==> config.mk <==
export PLATFORM = sky130hd
export DESIGN_NAME = clint_core
export DESIGN_NICKNAME = d
export VERILOG_FILES = /design/src/common/irq_pkg.sv /design/src/common/mmr_pkg.sv /design/src/design/clint_core.sv /design/src/design/irq_halt_ctrl.sv /design/src/timer/mtime_timer.sv /design/src/design/mmr_port.sv
export VERILOG_INCLUDE_DIRS = /design/src /design/src/common
export SDC_FILE = /design/constraint.sdc
export NUM_CORES = 1
export LEC_CHECK = 0
export ABC_AREA = 1
export BUFFER_PORTS_ARGS = -buffer_cell sky130_fd_sc_hd__buf_2
export CORE_ASPECT_RATIO = 0.75
export CORE_MARGIN = 2
export CORE_UTILIZATION = 61
export DETAILED_ROUTE_END_ITERATION = 8
export HOLD_SLACK_MARGIN = 0.1
export PLACE_DENSITY = 0.81
export SETUP_SLACK_MARGIN = 0.15
export SLEW_MARGIN = 20
export SYNTH_ARGS = -nofsm -noshare
export SYNTH_HDL_FRONTEND = slang
export SYNTH_SLANG_ARGS = --single-unit
==> constraint.sdc <==
create_clock -name clk_in -period 5.2 [get_ports clk_in]
set_input_delay 1.04 -clock clk_in [delete_from_list [all_inputs] [get_ports clk_in]]
set_output_delay 1.04 -clock clk_in [all_outputs]
set_load 0.01 [all_outputs]
==> src/common/clint_defines.svh <==
`ifndef CLINT_DEFINES_SVH
`define CLINT_DEFINES_SVH

// --------------------------------------------------
// Bus and register widths
// --------------------------------------------------
`define CLINT_DATA_W            32                      // Register and bus word width
`define CLINT_ADDR_W            8                       // Byte address width

// --------------------------------------------------
// Register map, byte offsets
// --------------------------------------------------
`define CLINT_OFS_MSIP          8'h00                   // Software interrupt bit
`define CLINT_OFS_MIE           8'h04                   // Interrupt enable mask
`define CLINT_OFS_WFI           8'h08                   // Write puts the CPU to sleep
`define CLINT_OFS_MIP           8'h0C                   // Pending bits, read only
`define CLINT_OFS_MTIMECMP_LO   8'h10
`define CLINT_OFS_MTIMECMP_HI   8'h14
`define CLINT_OFS_MTIME_LO      8'h18
`define CLINT_OFS_MTIME_HI      8'h1C

// Bit positions in MIE and MIP, RISC-V layout
`define CLINT_MSI_BIT           3
`define CLINT_MTI_BIT           7
`define CLINT_MEI_BIT           11

// Compare value that never matches before software sets it
`define CLINT_MTIMECMP_RST      64'hFFFF_FFFF_FFFF_FFFF

`endif
==> src/common/irq_pkg.sv <==
`include "clint_defines.svh"

package irq_pkg;

   // Interrupt causes, RISC-V machine cause numbers
   typedef enum logic [3:0] {
      CAUSE_NONE = 4'd0,
      CAUSE_MSI  = 4'd3,                                 // Machine software
      CAUSE_MTI  = 4'd7,                                 // Machine timer
      CAUSE_MEI  = 4'd11                                 // Machine external
   } irq_cause_e;

   // Timer state seen by the register port
   typedef struct packed {
      logic [2*`CLINT_DATA_W-1:0] mtime;
      logic [2*`CLINT_DATA_W-1:0] mtimecmp;
      logic                       timer_irq;
   } timer_stat_t;

   // Interrupt state seen by the register port
   typedef struct packed {
      logic [`CLINT_DATA_W-1:0] mie;
      logic [`CLINT_DATA_W-1:0] mip;
      logic                     halted;                  // CPU asleep
   } irq_stat_t;

endpackage

==> src/common/mmr_pkg.sv <==
`include "clint_defines.svh"

package mmr_pkg;

   // --------------------------------------------------
   // Register selects, one per mapped word
   // --------------------------------------------------
   typedef enum logic [3:0] {
      SEL_MSIP,
      SEL_MIE,
      SEL_WFI,
      SEL_MIP,
      SEL_MTIMECMP_LO,
      SEL_MTIMECMP_HI,
      SEL_MTIME_LO,
      SEL_MTIME_HI,
      SEL_NONE                                           // Unmapped or misaligned
   } mmr_sel_e;

   // Bus access kind
   typedef enum logic {
      ACC_RD = 1'b0,
      ACC_WR = 1'b1
   } mmr_kind_e;

   // Master side of the req/ack bus
   typedef struct packed {
      logic [`CLINT_ADDR_W-1:0] addr;                    // Byte address
      mmr_kind_e                kind;
      logic [`CLINT_DATA_W-1:0] wr_data;
   } mmr_req_t;

   // Slave answer, held while ack is high
   typedef struct packed {
      logic [`CLINT_DATA_W-1:0] rd_data;                 // Zero on fault
      logic                     fault;                   // Unmapped address
   } mmr_rsp_t;

   // Decoded register write, strobe lasts one cycle
   typedef struct packed {
      logic                     strobe;
      mmr_sel_e                 sel;
      logic [`CLINT_DATA_W-1:0] data;
   } mmr_wr_t;

endpackage

==> src/design/clint_core.sv <==
`include "clint_defines.svh"

module clint_core
(
   input  logic                clk_in,
   input  logic                rst,
   input  logic                ext_irq,                  // External interrupt line
   input  logic                req,                      // Four-phase request
   input  mmr_pkg::mmr_req_t   req_data,
   output logic                ack,
   output mmr_pkg::mmr_rsp_t   rsp,
   output logic                irq_pending,
   output irq_pkg::irq_cause_e irq_cause,
   output logic                cpu_halt
);
   import mmr_pkg::*;
   import irq_pkg::*;

   mmr_wr_t     wr;                                      // Port to register owners
   timer_stat_t tstat;                                   // Timer state back to the port
   irq_stat_t   istat;                                   // Interrupt state back to the port
   logic        timer_irq;

   // --------------------------------------------------
   // Register bus slave and decode
   // --------------------------------------------------
   mmr_port u_mmr_port
   (
      .clk_in   (clk_in),
      .rst      (rst),
      .req      (req),
      .req_data (req_data),
      .tstat    (tstat),
      .istat    (istat),
      .ack      (ack),
      .rsp      (rsp),
      .wr       (wr)
   );

   // mtime, mtimecmp and the timer compare
   mtime_timer u_mtime_timer
   (
      .clk_in    (clk_in),
      .rst       (rst),
      .wr        (wr),
      .tstat     (tstat),
      .timer_irq (timer_irq)
   );

   // --------------------------------------------------
   // Enables, priority and CPU sleep
   // --------------------------------------------------
   irq_halt_ctrl u_irq_halt_ctrl
   (
      .clk_in      (clk_in),
      .rst         (rst),
      .wr          (wr),
      .timer_irq   (timer_irq),
      .ext_irq     (ext_irq),
      .istat       (istat),
      .irq_pending (irq_pending),
      .irq_cause   (irq_cause),
      .cpu_halt    (cpu_halt)
   );

endmodule

==> src/design/irq_halt_ctrl.sv <==
`include "clint_defines.svh"

module irq_halt_ctrl
(
   input  logic                clk_in,
   input  logic                rst,
   input  mmr_pkg::mmr_wr_t    wr,                       // Decoded register write
   input  logic                timer_irq,                // From the timer
   input  logic                ext_irq,                  // External interrupt line
   output irq_pkg::irq_stat_t  istat,                    // mie, mip, halted for reads
   output logic                irq_pending,              // Any enabled source active
   output irq_pkg::irq_cause_e irq_cause,                // Highest priority enabled source
   output logic                cpu_halt                  // CPU asleep
);
   import mmr_pkg::*;
   import irq_pkg::*;

   // Only MSI, MTI and MEI exist
   localparam logic [`CLINT_DATA_W-1:0] MIE_WMASK = (1 << `CLINT_MSI_BIT) |
                                                    (1 << `CLINT_MTI_BIT) |
                                                    (1 << `CLINT_MEI_BIT);

   logic                     msip;                       // Software interrupt bit
   logic [`CLINT_DATA_W-1:0] mie;
   logic [`CLINT_DATA_W-1:0] mip;
   logic [`CLINT_DATA_W-1:0] irq_en;                     // Pending and enabled

   // --------------------------------------------------
   // msip and mie registers
   // --------------------------------------------------
   always_ff @(posedge clk_in)
   begin
      if (rst)
      begin
         msip <= 1'b0;
         mie  <= '0;
      end
      else if (wr.strobe)
      begin
         if (wr.sel == SEL_MSIP)
            msip <= wr.data[0];
         if (wr.sel == SEL_MIE)
            mie <= wr.data & MIE_WMASK;                  // Reserved bits stay zero
      end
   end

   // Pending set, same bit layout as MIE
   always_comb
   begin
      mip                 = '0;
      mip[`CLINT_MSI_BIT] = msip;
      mip[`CLINT_MTI_BIT] = timer_irq;
      mip[`CLINT_MEI_BIT] = ext_irq;
   end

   assign irq_en      = mip & mie;
   assign irq_pending = |irq_en;

   // Priority MEI > MSI > MTI
   always_comb
   begin
      if (irq_en[`CLINT_MEI_BIT])
         irq_cause = CAUSE_MEI;
      else if (irq_en[`CLINT_MSI_BIT])
         irq_cause = CAUSE_MSI;
      else if (irq_en[`CLINT_MTI_BIT])
         irq_cause = CAUSE_MTI;
      else
         irq_cause = CAUSE_NONE;
   end

   // --------------------------------------------------
   // Halt and wake
   // --------------------------------------------------
   always_ff @(posedge clk_in)
   begin
      if (rst || irq_pending)
         cpu_halt <= 1'b0;                               // Wake wins over a WFI write
      else if (wr.strobe && (wr.sel == SEL_WFI))
         cpu_halt <= 1'b1;
   end

   always_comb
   begin
      istat.mie    = mie;
      istat.mip    = mip;
      istat.halted = cpu_halt;
   end

endmodule

==> src/timer/mtime_timer.sv <==
`include "clint_defines.svh"

module mtime_timer
(
   input  logic                 clk_in,
   input  logic                 rst,
   input  mmr_pkg::mmr_wr_t     wr,                      // Decoded register write
   output irq_pkg::timer_stat_t tstat,                   // Counter state for reads
   output logic                 timer_irq                // mtime >= mtimecmp, registered
);
   import mmr_pkg::*;

   logic [2*`CLINT_DATA_W-1:0] mtime;                    // Free-running counter
   logic [2*`CLINT_DATA_W-1:0] mtimecmp;                 // Compare value
   logic                       wr_time_lo;
   logic                       wr_time_hi;
   logic                       wr_cmp_lo;
   logic                       wr_cmp_hi;

   // Word selects owned by this block
   assign wr_time_lo = wr.strobe && (wr.sel == SEL_MTIME_LO);
   assign wr_time_hi = wr.strobe && (wr.sel == SEL_MTIME_HI);
   assign wr_cmp_lo  = wr.strobe && (wr.sel == SEL_MTIMECMP_LO);
   assign wr_cmp_hi  = wr.strobe && (wr.sel == SEL_MTIMECMP_HI);

   // --------------------------------------------------
   // mtime counter
   // --------------------------------------------------
   always_ff @(posedge clk_in)
   begin
      if (rst)
         mtime <= '0;
      else if (wr_time_lo)
         mtime <= {mtime[2*`CLINT_DATA_W-1:`CLINT_DATA_W], wr.data}; // Written word wins
      else if (wr_time_hi)
         mtime <= {wr.data, mtime[`CLINT_DATA_W-1:0]};
      else
         mtime <= mtime + 1'b1;                          // One tick per clock
   end

   // --------------------------------------------------
   // mtimecmp register
   // --------------------------------------------------
   always_ff @(posedge clk_in)
   begin
      if (rst)
         mtimecmp <= `CLINT_MTIMECMP_RST;                // Parked at max
      else if (wr_cmp_lo)
         mtimecmp[`CLINT_DATA_W-1:0] <= wr.data;
      else if (wr_cmp_hi)
         mtimecmp[2*`CLINT_DATA_W-1:`CLINT_DATA_W] <= wr.data;
   end

   // Unsigned compare, one cycle late
   always_ff @(posedge clk_in)
   begin
      if (rst)
         timer_irq <= 1'b0;
      else
         timer_irq <= (mtime >= mtimecmp);
   end

   // Status back to the register port
   always_comb
   begin
      tstat.mtime     = mtime;
      tstat.mtimecmp  = mtimecmp;
      tstat.timer_irq = timer_irq;
   end

endmodule

==> src/design/mmr_port.sv <==
`include "clint_defines.svh"

module mmr_port
(
   input  logic                clk_in,
   input  logic                rst,
   input  logic                req,                      // Four-phase request
   input  mmr_pkg::mmr_req_t   req_data,                 // Stable while req is high
   input  irq_pkg::timer_stat_t tstat,                   // mtime, mtimecmp for reads
   input  irq_pkg::irq_stat_t  istat,                    // mie, mip, halted for reads
   output logic                ack,
   output mmr_pkg::mmr_rsp_t   rsp,
   output mmr_pkg::mmr_wr_t    wr                        // To timer and irq/halt block
);
   import mmr_pkg::*;

   typedef enum logic [1:0] {
      IDLE,                                              // Waiting for req
      ACK,                                               // Request latched, ack goes out next
      WAIT_LOW                                           // ack high until req drops
   } state_e;

   state_e                   state;
   mmr_sel_e                 sel_q;                      // Decoded select of the latched request
   mmr_kind_e                kind_q;
   logic [`CLINT_DATA_W-1:0] data_q;                     // Write payload
   logic [`CLINT_DATA_W-1:0] rd_word;                    // Read mux output

   // Byte address to register select, misaligned words fall to SEL_NONE
   function automatic mmr_sel_e decode_sel(input logic [`CLINT_ADDR_W-1:0] addr);
      mmr_sel_e s;
      s = SEL_NONE;
      if (addr[1:0] == 2'b00)
      begin
         case (addr)
            `CLINT_OFS_MSIP:        s = SEL_MSIP;
            `CLINT_OFS_MIE:         s = SEL_MIE;
            `CLINT_OFS_WFI:         s = SEL_WFI;
            `CLINT_OFS_MIP:         s = SEL_MIP;
            `CLINT_OFS_MTIMECMP_LO: s = SEL_MTIMECMP_LO;
            `CLINT_OFS_MTIMECMP_HI: s = SEL_MTIMECMP_HI;
            `CLINT_OFS_MTIME_LO:    s = SEL_MTIME_LO;
            `CLINT_OFS_MTIME_HI:    s = SEL_MTIME_HI;
            default:                s = SEL_NONE;
         endcase
      end
      return s;
   endfunction

   // --------------------------------------------------
   // Handshake FSM
   // --------------------------------------------------
   always_ff @(posedge clk_in)
   begin
      if (rst)
      begin
         state <= IDLE;
         ack   <= 1'b0;
         rsp   <= '0;
      end
      else
      begin
         case (state)
            IDLE:
            begin
               if (req)
                  state <= ACK;                          // Request sampled, latch below
            end
            ACK:
            begin
               ack         <= 1'b1;                      // Write lands on this same edge
               rsp.rd_data <= rd_word;                   // Read captured with ack
               rsp.fault   <= (sel_q == SEL_NONE);
               state       <= WAIT_LOW;
            end
            WAIT_LOW:
            begin
               if (!req)
               begin
                  ack   <= 1'b0;                         // Master released, close the cycle
                  state <= IDLE;
               end
            end
            default: state <= IDLE;
         endcase
      end
   end

   // Request payload, taken once per access
   always_ff @(posedge clk_in)
   begin
      if (state == IDLE && req)
      begin
         sel_q  <= decode_sel(req_data.addr);
         kind_q <= req_data.kind;
         data_q <= req_data.wr_data;
      end
   end

   // --------------------------------------------------
   // Read mux
   // --------------------------------------------------
   always_comb
   begin
      rd_word = '0;                                      // Unmapped reads as zero
      case (sel_q)
         SEL_MSIP:        rd_word[0] = istat.mip[`CLINT_MSI_BIT];
         SEL_MIE:         rd_word    = istat.mie;
         SEL_WFI:         rd_word[0] = istat.halted;
         SEL_MIP:         rd_word    = istat.mip;
         SEL_MTIMECMP_LO: rd_word    = tstat.mtimecmp[`CLINT_DATA_W-1:0];
         SEL_MTIMECMP_HI: rd_word    = tstat.mtimecmp[2*`CLINT_DATA_W-1:`CLINT_DATA_W];
         SEL_MTIME_LO:    rd_word    = tstat.mtime[`CLINT_DATA_W-1:0];
         SEL_MTIME_HI:    rd_word    = tstat.mtime[2*`CLINT_DATA_W-1:`CLINT_DATA_W];
         default:         rd_word    = '0;
      endcase
   end

   // One strobe per access, only in the ACK state, never on a fault
   always_comb
   begin
      wr.strobe = (state == ACK) && (kind_q == ACC_WR) && (sel_q != SEL_NONE);
      wr.sel    = sel_q;
      wr.data   = data_q;
   end

endmodule

==> results.md, run 1 <==
- Synth async-reset ratio: 0%
- Congestion Overflow GR: 0
- WP data arrival: approximately 3900 ps
- Number of remaining DRC errors: 0
- Initial DRC Count: between 1500 and 2000
- Crit. End Element: flop
- Final period utilization: about 67%
- Core Util, Final: between 60% and 70%
- Slew headroom: between 30 and 40%
- Worst vdd ir: roughly 240 uV
- Initial antenna violation count: 0
- Mapped Area: ~12000 um^2
- All-Layer GR Usage: between 30% and 40%
- Pwr Density: 256 nW/um^2
- Leakage: roughly 5.5 nW
- Syn_nets: 1737
- Core region area: around 19000 um^2
- Final hold vios: 0
- Internal power: between 2 and 3 mW
- Crit path max fanout: 60
- Synth unique cells: 37
- DRT Pass-1 Iters: 5
- H-tree Lvls: 1
- Post-CTS sizing: 0
- F_max: just under 300 MHz
- Worst-Skew Late Latency: between 500 and 600 ps
- Die area: a little over 20000 um^2
- Status: finished clean
- Largest net degree at the start of global routing: approximately 110
- First-pass GRT wire length: 60.7 mm
- Yosys warning count: 0
- Sw frac: between 20% and 30%
- Sw power: roughly 750 uW
- Fin Setup TNS: 0 ps
- Clk pwr share: a little under half
- IO buf count: 84
- Post-route ant nets: 0
- Vias: 12000
- Layout cells sized above 1: under 10%
- Starting Density: around 63%
- Hold Buf Count CTS: 0
- Net count reported at finish: between 1500 and 2000
- Post-layout instance area: approximately 13000 um^2
- Wire per inst: around 20 um
- Seq pwr share: around 50%
- Chip Height: 124 um
- # IOs: 85
- Setup CP Type: flop to flop
- RD Place Congestion: around 1.1
- Endpoints failing setup: 0
- Worst min path class: flop to flop
- DP Area: 12200 um^2
- Max-cap violations: 0
- WL final: 39.6 mm
- Number of global-route vias before repair: 11000
- Total CTS buffers: 20
- Worst-path clk slew: about 60 ps
- RSZ-0062 raised after global routing: false
- Post-synthesis cell count: ~1600
- Diode count: 0
- Actual slew at the worst max-slew pin: around 900 ps
- Avg Synthesized Cell Area: approximately 7.2 um^2
- Clock sink count: between 200 and 250
- Max Root-Sink Buffers: 3
- Worst clock skew: between 15 and 20 ps
- Post-synth EDFFs: 37
- Die Span X: around 160 um
- # Post-CTS Setup Buffers: 0
- Post-DP HPWL: ~29 mm
- P&R area growth vs syn: 10.1%
- Top_reg_cell synth: dfxtp_1
- Pins Over Slew Limit: 0
- WP data required: around 5600 ps
- Logic pwr share: about 3.5%
- Post-layout minimum cycle time: 3460 ps
- Via density: between 6 and 7
- Seq/Total Area, Yosys: about two fifths
- TritonCTS clock tree: done
- #FFs+latches synth: approximately 210
- CTS root buf: clkbuf_16
- Cell Rows: 43
- CP startpoint kind: flop
worst max-delay path: stages (launching register included):
cell,delay (ps)
dfxtp_1,360
inv_1,60
nand2_1,50
buf_4,400
inv_2,440
nand3_4,300
nor2_4,40
buf_4,360
nor2_4,600
buf_4,430
nand3_1,130
a21oi_1,150
final timing paths:
path	from	endpoint	slack, ps	cells after the start
hold reg to reg	u_mmr_port.rsp[18]	u_mmr_port.rsp[18]	460	2
hold / removal	u_mmr_port.rsp[18]	u_mmr_port.rsp[18]	460	2
setup / recovery	u_mmr_port.state[1]	u_mtime_timer.mtime[25]	1740	11
setup reg to reg	u_mmr_port.state[1]	u_mtime_timer.mtime[25]	1740	11
cell families after synthesis:
logic type | Yosys count | share of synthesized area [%]
flops | 207 | 38.7
buf+inv | 270 | 9.16
compound gates | 447 | 21.2
simple gates | 619 | 22.6
xor+xnor | 19 | 1.42
fa+ha+maj | 65 | 6.96
power by group through the flow:
stage               sequential (mW)  combinational (mW)  clock, mW
global route                   1.69               0.126       1.55
detailed placement             1.73               0.112          0
global placement               1.73               0.108          0
finish                         1.69               0.115       1.49
floorplan                      1.72              0.0665          0
CTS                            1.69               0.113       1.48
final cells by class:
class | instances | area, um^2
clock buffers | 31 | 603
clock inverters | 5 | 52.6
fillers | 1606 | 5760
inverters | 200 | 751
multi-input cells | 1150 | 6110
flip-flops and latches | 207 | 4510
well taps | 247 | 309
repair buffers | 95 | 518
metrics by stage:
step	hold WS [ps]	total power [mW]	worst slack, ps	instances
floorplan	424	1.78	1100	1627
global placement	449	1.84	1950	1899
detailed placement	454	1.84	1820	1899
CTS	464	3.28	1800	1935
global route	479	3.37	1490	1935
finish	462	3.30	1740	1935
layer usage:
metal  track usage, %  up-vias  part of all wire (%)
met4             12.8        0                   3.1
met2             57.0      724                    41
met1             56.1     5582                    43
li1                 -     5639                     -
met5                0        -                     0
met3             10.1       86                    12
sequential cells by signal (all words and copies together), names as in the netlist:
| signal | cells |
|---|---|
| u_irq_halt_ctrl.mie | 3 |
| u_mmr_port.sel_q | 4 |
| u_mmr_port.kind_q | 1 |
| u_mmr_port.rsp | 33 |
| u_irq_halt_ctrl.cpu_halt | 1 |
| u_mtime_timer.mtimecmp | 64 |
| u_mmr_port.data_q | 32 |
| u_irq_halt_ctrl.msip | 1 |
| u_mmr_port.ack | 1 |
| u_mmr_port.state | 2 |
| u_mtime_timer.mtime | 64 |
| u_mtime_timer.timer_irq | 1 |
cell usage in the layout (no fill, tap or decap), types with 2 or more instances in the layout:
cell and instances:
clkbuf_1 6, o21a_1 5, a21oi_1 188, o211ai_1 5
o2111ai_1 3, buf_2 83, xor2_1 19, o221ai_1 2
inv_1 196, nor2_4 5, nor2_2 3, a211oi_1 2
inv_2 4, edfxtp_1 37, ha_1 65, nand2_1 341
o22ai_1 56, nor3_1 37, clkbuf_8 4, dfxtp_1 170
a31oi_1 10, nor4_1 3, clkinv_2 3, a22oi_1 41
o21ai_0 130, clkbuf_16 21, nand4_1 30, nor3_2 3
o21ai_1 4, buf_4 11, nor3_4 2, nand3_1 74
nor2_1 117
Yosys cell counts (10+ instances only):
library cell | instances | area share, %
nand2_1 | 341 | 11
inv_1 | 196 | 6.3
a21oi_1 | 188 | 8.1
dfxtp_1 | 170 | 29
o21ai_0 | 130 | 5.6
nor2_1 | 117 | 3.8
nand3_1 | 74 | 3.2
ha_1 | 65 | 7.0
o22ai_1 | 56 | 3.0
a22oi_1 | 41 | 2.6
nor3_1 | 38 | 1.6
edfxtp_1 | 37 | 9.5
clkbuf_1 | 36 | 1.2
nand4_1 | 30 | 1.6
buf_2 | 24 | 1.0
xor2_1 | 19 | 1.4
a31oi_1 | 10 | 0.54
Power figures use the tool's default switching activity.
==> run 2: changes to the inputs <==
CORE_UTILIZATION = 55   (was 61)
PLACE_DENSITY = 0.77   (was 0.81)
clock period = 2.87 ns   (was 5.2 ns; I/O delays follow)
==> results.md, run 2 (synthesis results as in run 1) <==
- Die area: 22400 um^2 (+11%)
- Met2 usage: 55.4% (-1.6 points)
- Cell Rows: 46 (+7.0%)
- Top Registers: u_mtime_timer.mtime: 64 flops, u_mtime_timer.mtimecmp: 64 flops, u_mmr_port.rsp: 33 flops
- Gr busiest metal: met2
- Pins Over Slew Limit: 0 (unchanged)
- All-Layer GR Usage: 37.1% (-1.9 points)
- Post-route ant nets: 0 (unchanged)
- Actual slew at the worst max-slew pin: 928 ps (+25.4 ps)
- CP Cell Sequence: ha_1 -> nand2_1 -> nor2_2 -> nand2_1 -> inv_1 -> nand2_1 -> nor2_1 -> nand2_1 -> xor2_1 -> nand2_1 -> a21oi_1
- Clock sink count: 207 (unchanged)
- Largest net degree at the start of global routing: 156 (+38%)
- Diode count: 0 (unchanged)
- Via density: 5.99 (-3.7%)
- Seq pwr share: 50.3% (-1.1 points)
- Top delay family on crit path: simple AND/OR/NAND/NOR gates
- IO buf count: 84 (unchanged)
- CP startpoint kind: flop
- Endpoints failing setup: 0 (unchanged)
- Die Span X: 172 um (+5.2%)
- Met1 GRT Util: 53.9% (-2.2 points)
- Vias: 12000 (-0.44%)
- CP max stage cell: dfxtp_1
- TritonCTS clock tree: done
- Most frequent CP cell: nand2_1
- Reg2Reg Depth: 11 (unchanged)
- Initial DRC Count: 1338 (-17%)
- P&R area growth vs syn: 12.4%
- WL final: 41.5 mm (+4.9%)
- Post-layout instance area: 13100 um^2 (+2.1%)
- Reg-to-reg critical path endpoint: u_mtime_timer.mtime[46]
- WP data required: 3290 ps (-2340 ps)
- Fill count: 1975 (+23%)
- Hold Crit Start: req_data[21]
- Worst-Skew Late Latency: 520 ps (about the same)
- Reg2reg start: u_mtime_timer.mtime[0]
- DRT Pass-1 Iters: 5 (unchanged)
- Logic pwr share: 3.5% (about the same)
- Launch point of the worst path: u_mtime_timer.mtime[0]
- # IOs: 85 (unchanged)
- Bufs and invs on worst path: 1 (-4)
- WHS Path Cells: 1 (-1)
- Most frequent cells in the layout: nand2_1 (341), inv_1 (196), a21oi_1 (188)
- Met3 GRT Util: 9.58% (-0.51 points)
- Wire per inst: 20.8 um (+1.5%)
- DP Area: 12400 um^2 (+1.8%)
- Core region area: 21000 um^2 (+13%)
- Crit. End Element: flop
- Worst clock skew: 11.5 ps (-5.92 ps)
- Status: finished clean
- Final hold vios: 0 (unchanged)
- Leakage: 5.65 nW (+2.4%)
- Crit path largest cell delay: 460 ps (-140 ps)
- Post-layout minimum cycle time: 2590 ps (-875 ps)
- # Post-CTS Setup Buffers: 0 (unchanged)
- Net count reported at finish: 1807 (+1.3%)
- Chip Height: 130 um (+5.1%)
- Initial antenna violation count: 0 (unchanged)
- Post-CTS sizing: 0 (unchanged)
- Setup CP Type: flop to flop
- Layout cells sized above 1: 9.75% (+1.2 points)
- Sw frac: 22.9% (+0.14 points)
- Post-DP HPWL: 31.3 mm (+8.4%)
- F_max: 386 MHz (+34%)
- Worst vdd ir: 430 uV (+80%)
- Sw power: 1.40 mW (+86%)
- RSZ-0062 raised after global routing: false
- Clk pwr share: 46.2% (+1.1 points)
- Worst-path clk slew: 70 ps (about the same)
- Worst min path class: primary input to flop
- Max-cap violations: 0 (unchanged)
- CTS root buf: clkbuf_16
- H-tree Lvls: 1 (unchanged)
- Final period utilization: 90.2% (+24 points)
- Reg-to-reg slack, setup: 280 ps (-1450 ps)
- Most common cell after layout, fill and taps aside: nand2_1
- First-pass GRT wire length: 62.8 mm (+3.4%)
- Fin Setup TNS: 0 ps (unchanged)
- Number of global-route vias before repair: 10600 (-3.6%)
- Congestion Overflow GR: 0 (unchanged)
- Hold Buf Count CTS: 0 (unchanged)
- Hold worst-path end: u_mmr_port.data_q[21]
- RD Place Congestion: 1.03 (-4.0%)
- Starting Density: 55.6% (-7.1 points)
- Number of remaining DRC errors: 0 (unchanged)
- Max Root-Sink Buffers: 3 (unchanged)
- Total CTS buffers: 22 (+10%)
- Crit path max fanout: 6 (-90%)
- WP data arrival: 3010 ps (-890 ps)
- Slew headroom: 38.2% (-1.6 points)
- Pwr Density: 465 nW/um^2 (+81%)
- Internal power: 4.70 mW (+85%)
[run 2: cell count changes in the layout (fill, tap and decap cells not counted), sizes merged]
cell    change
buf        +21
bufinv      -1
clkbuf      +4
[run 2: layer usage]
metal / share of wire (%) / routed length (um)
met2: 42 / 17400
met1: 45 / 18500
met5: 0.12 / 48
met3: 11 / 4670
met4: 2.2 / 910
[run 2: how the worst max path moves through the flow]
stage                                   end  slack [ps]  cells past startpoint
global route        u_mtime_timer.mtime[46]         180                     11
floorplan              u_mmr_port.data_q[0]         380                      2
finish              u_mtime_timer.mtime[46]         280                     11
CTS                 u_mtime_timer.mtime[46]         430                     11
global placement    u_mtime_timer.mtime[46]         430                     11
detailed placement  u_mtime_timer.mtime[46]         440                     11
[run 2: final cells by class]
cell class              instances  area, um^2  area share, %
clock buffers                  35         682           5.20
clock inverters                 4        22.5          0.172
inverters                     200         751           5.72
multi-input cells            1150        6120           46.6
flip-flops and latches        207        4510           34.4
well taps                     288         360           2.75
repair buffers                116         676           5.15
[run 2: stage by stage]
step                      hold slack (ps)  cells  power, mW  setup slack (ps)  utilization, %
after global routing                  215   2000       6.25               176            62.5
after CTS                             218   2000       6.11               432            62.5
after floorplan                       444   1627       3.23               377               -
after global placement                449   1961       3.33               435            59.1
final                                 225   2000       6.10               281            62.5
after detailed placement              452   1961       3.34               444            59.1
[run 2: power groups by stage]
stage          logic (mW)  clock network, mW  registers, mW
2_1_floorplan       0.121                  0           3.11
3_3_place_gp        0.204                  0           3.13
3_5_place_dp        0.207                  0           3.13
4_1_cts             0.208               2.83           3.07
5_1_grt             0.232               2.94           3.07
6_report            0.212               2.82           3.07
==> run 3: changes to the inputs <==
PLACE_DENSITY = 0.74   (was 0.77)
==> results.md, run 3 (synthesis results as in run 1) <==
- DRT Pass-1 Iters: 5 (unchanged)
- Final period utilization: 90.7% (+0.47 points)
- Reg2reg start: u_mtime_timer.mtime[0]
- WP data required: 3260 ps (-30 ps)
- Leakage: 5.64 nW (-0.21%)
- Crit. End Element: flop
- Reg2Reg Depth: 11 (unchanged)
- Worst-path clk slew: 60 ps (about the same)
- Max-cap violations: 0 (unchanged)
- Hold Buf Count CTS: 0 (unchanged)
- Layout cells sized above 1: 9.81% (+0.058 points)
- Status: finished clean
- Worst vdd ir: 466 uV (+8.4%)
- Endpoints failing setup: 0 (unchanged)
- Top Registers: u_mtime_timer.mtime: 64 flops, u_mtime_timer.mtimecmp: 64 flops, u_mmr_port.rsp: 33 flops
- WHS Path Cells: 1 (unchanged)
- RSZ-0062 raised after global routing: true
- Multi-input logic area: 6120 um^2 (about the same)
- Fill count: 1968 (-0.35%)
- IO buf count: 84 (unchanged)
- Most frequent CP cell: nand2_1
- CP max stage cell: dfxtp_1
- Area occupied by registers: 4510 um^2 (unchanged)
- Cell Rows: 46 (unchanged)
- Actual slew at the worst max-slew pin: 731 ps (-197 ps)
- Wire per inst: 20.6 um (-0.82%)
- Most frequent cells in the layout: nand2_1 (341), inv_1 (196), a21oi_1 (188)
- First-pass GRT wire length: 62.7 mm (-0.15%)
- Initial antenna violation count: 0 (unchanged)
- Pwr Density: 463 nW/um^2 (-0.40%)
- WL final: 41.2 mm (-0.82%)
- Largest net degree at the start of global routing: 120 (-23%)
- Fin Setup TNS: 0 ps (unchanged)
- Die Span X: 172 um (unchanged)
- Number of remaining DRC errors: 0 (unchanged)
- Most common cell after layout, fill and taps aside: nand2_1
- All-Layer GR Usage: 36.8% (-0.25 points)
- CTS root buf: clkbuf_16
- P&R area growth vs syn: 12.4% (about the same)
- Total CTS buffers: 22 (unchanged)
- Setup CP Type: flop to flop
- Number of global-route vias before repair: 10800 (+2.1%)
- Hold Crit Start: req_data[20]
- Chip Height: 130 um (unchanged)
- TritonCTS clock tree: done
- Crit path max fanout: 6 (unchanged)
- Starting Density: 55.6% (unchanged)
- Worst min path class: primary input to flop
- F_max: 384 MHz (-0.52%)
- Final hold vios: 0 (unchanged)
- Diode count: 0 (unchanged)
- Hold worst-path end: u_mmr_port.data_q[20]
- Post-route ant nets: 0 (unchanged)
- CP startpoint kind: flop
- Total Power: 6.08 mW (-0.38%)
- Via density: 5.99 (unchanged)
- Reg-to-reg critical path endpoint: u_mtime_timer.mtime[42]
- Crit path largest cell delay: 450 ps (about the same)
- Die area: 22400 um^2 (unchanged)
- # IOs: 85 (unchanged)
- Post-DP HPWL: 31.1 mm (-0.45%)
- Net count reported at finish: 1806 (-0.055%)
- Core region area: 21000 um^2 (unchanged)
- H-tree Lvls: 1 (unchanged)
- Congestion Overflow GR: 0 (unchanged)
- Initial DRC Count: 1326 (-0.90%)
- Worst-Skew Late Latency: 520 ps (about the same)
- Max Root-Sink Buffers: 3 (unchanged)
- WP data arrival: 2990 ps (-20 ps)
- Post-layout minimum cycle time: 2600 ps (+13.6 ps)
- Clock sink count: 207 (unchanged)
- Pins Over Slew Limit: 0 (unchanged)
- RD Place Congestion: 1.07 (+3.6%)
- Reg-to-reg slack, setup: 270 ps (about the same)
- CP Cell Sequence: ha_1 -> nand2_1 -> nor2_2 -> nand2_1 -> nor2_1 -> inv_1 -> nor2_2 -> nand2_1 -> xor2_1 -> nand2_1 -> a21oi_1
- Vias: 12000 (unchanged)
- Slew headroom: 51.2% (+13 points)
- Worst clock skew: 18.6 ps (+7.13 ps)
==> run 3: power breakdown <==
group          internal [mW]  switching (mW)  leakage (nW)  total [mW]
Combinational         0.0708           0.148          3.58       0.219
Clock                   1.59            1.20         0.336        2.79
Sequential              3.01          0.0602          1.73        3.07
==> run 3: worst max-delay path by stage <==
stage | from | to | slack (ps) | cells after the start
after floorplan | req | u_mmr_port.data_q[0] | 380 | 2
after global placement | u_mtime_timer.mtime[0] | u_mtime_timer.mtime[42] | 260 | 11
after detailed placement | u_mtime_timer.mtime[0] | u_mtime_timer.mtime[42] | 200 | 11
after CTS | u_mtime_timer.mtime[0] | u_mtime_timer.mtime[42] | 200 | 11
after global routing | u_mtime_timer.mtime[0] | u_mtime_timer.mtime[42] | 110 | 11
final | u_mtime_timer.mtime[0] | u_mtime_timer.mtime[42] | 270 | 11
==> run 3: cell type report <==
cell class                 instances  area share [%]
clock buffer                      35            5.03
clock inverter                     5           0.276
inverter                         200            5.72
multi-input combinational       1150            46.6
sequential                       207            34.4
tap                              288            2.75
timing repair buffer             115            5.19
==> run 3: per-layer routing <==
metal	share of wire [%]	GRT usage, %	up-vias
met1	45	54.0	5580
li1	-	-	5674
met4	2.3	8.35	0
met5	0	0.435	-
met3	11	8.86	74
met2	41	54.8	650
==> run 3: through the flow <==
step / hold slack, ps / utilization [%] / setup WS, ps / std cells / area (um^2)
CTS: 221 / 62.4 / 202 / 2000 / 13100
global placement: 449 / 59.1 / 263 / 1960 / 12400
floorplan: 444 / - / 377 / 1627 / 11700
finish: 224 / 62.5 / 267 / 2000 / 13100
detailed placement: 452 / 59.1 / 202 / 1960 / 12400
global route: 218 / 62.5 / 109 / 2000 / 13100
==> run 3: worst max-delay path, delay by kind of cell, from the launching register on <==
family / cells / cell delay, ps
simple gates: 7 / 1370
fa+ha+maj: 1 / 270
buf+inv: 1 / 120
flops: 1 / 450
compound gates: 1 / 60
xor+xnor: 1 / 200
==> run 3: timing repair <==
item                       in CTS  in global routing
setup endpoints to repair       0                  3
resized for setup               0                  2
buffers inserted                0                  0
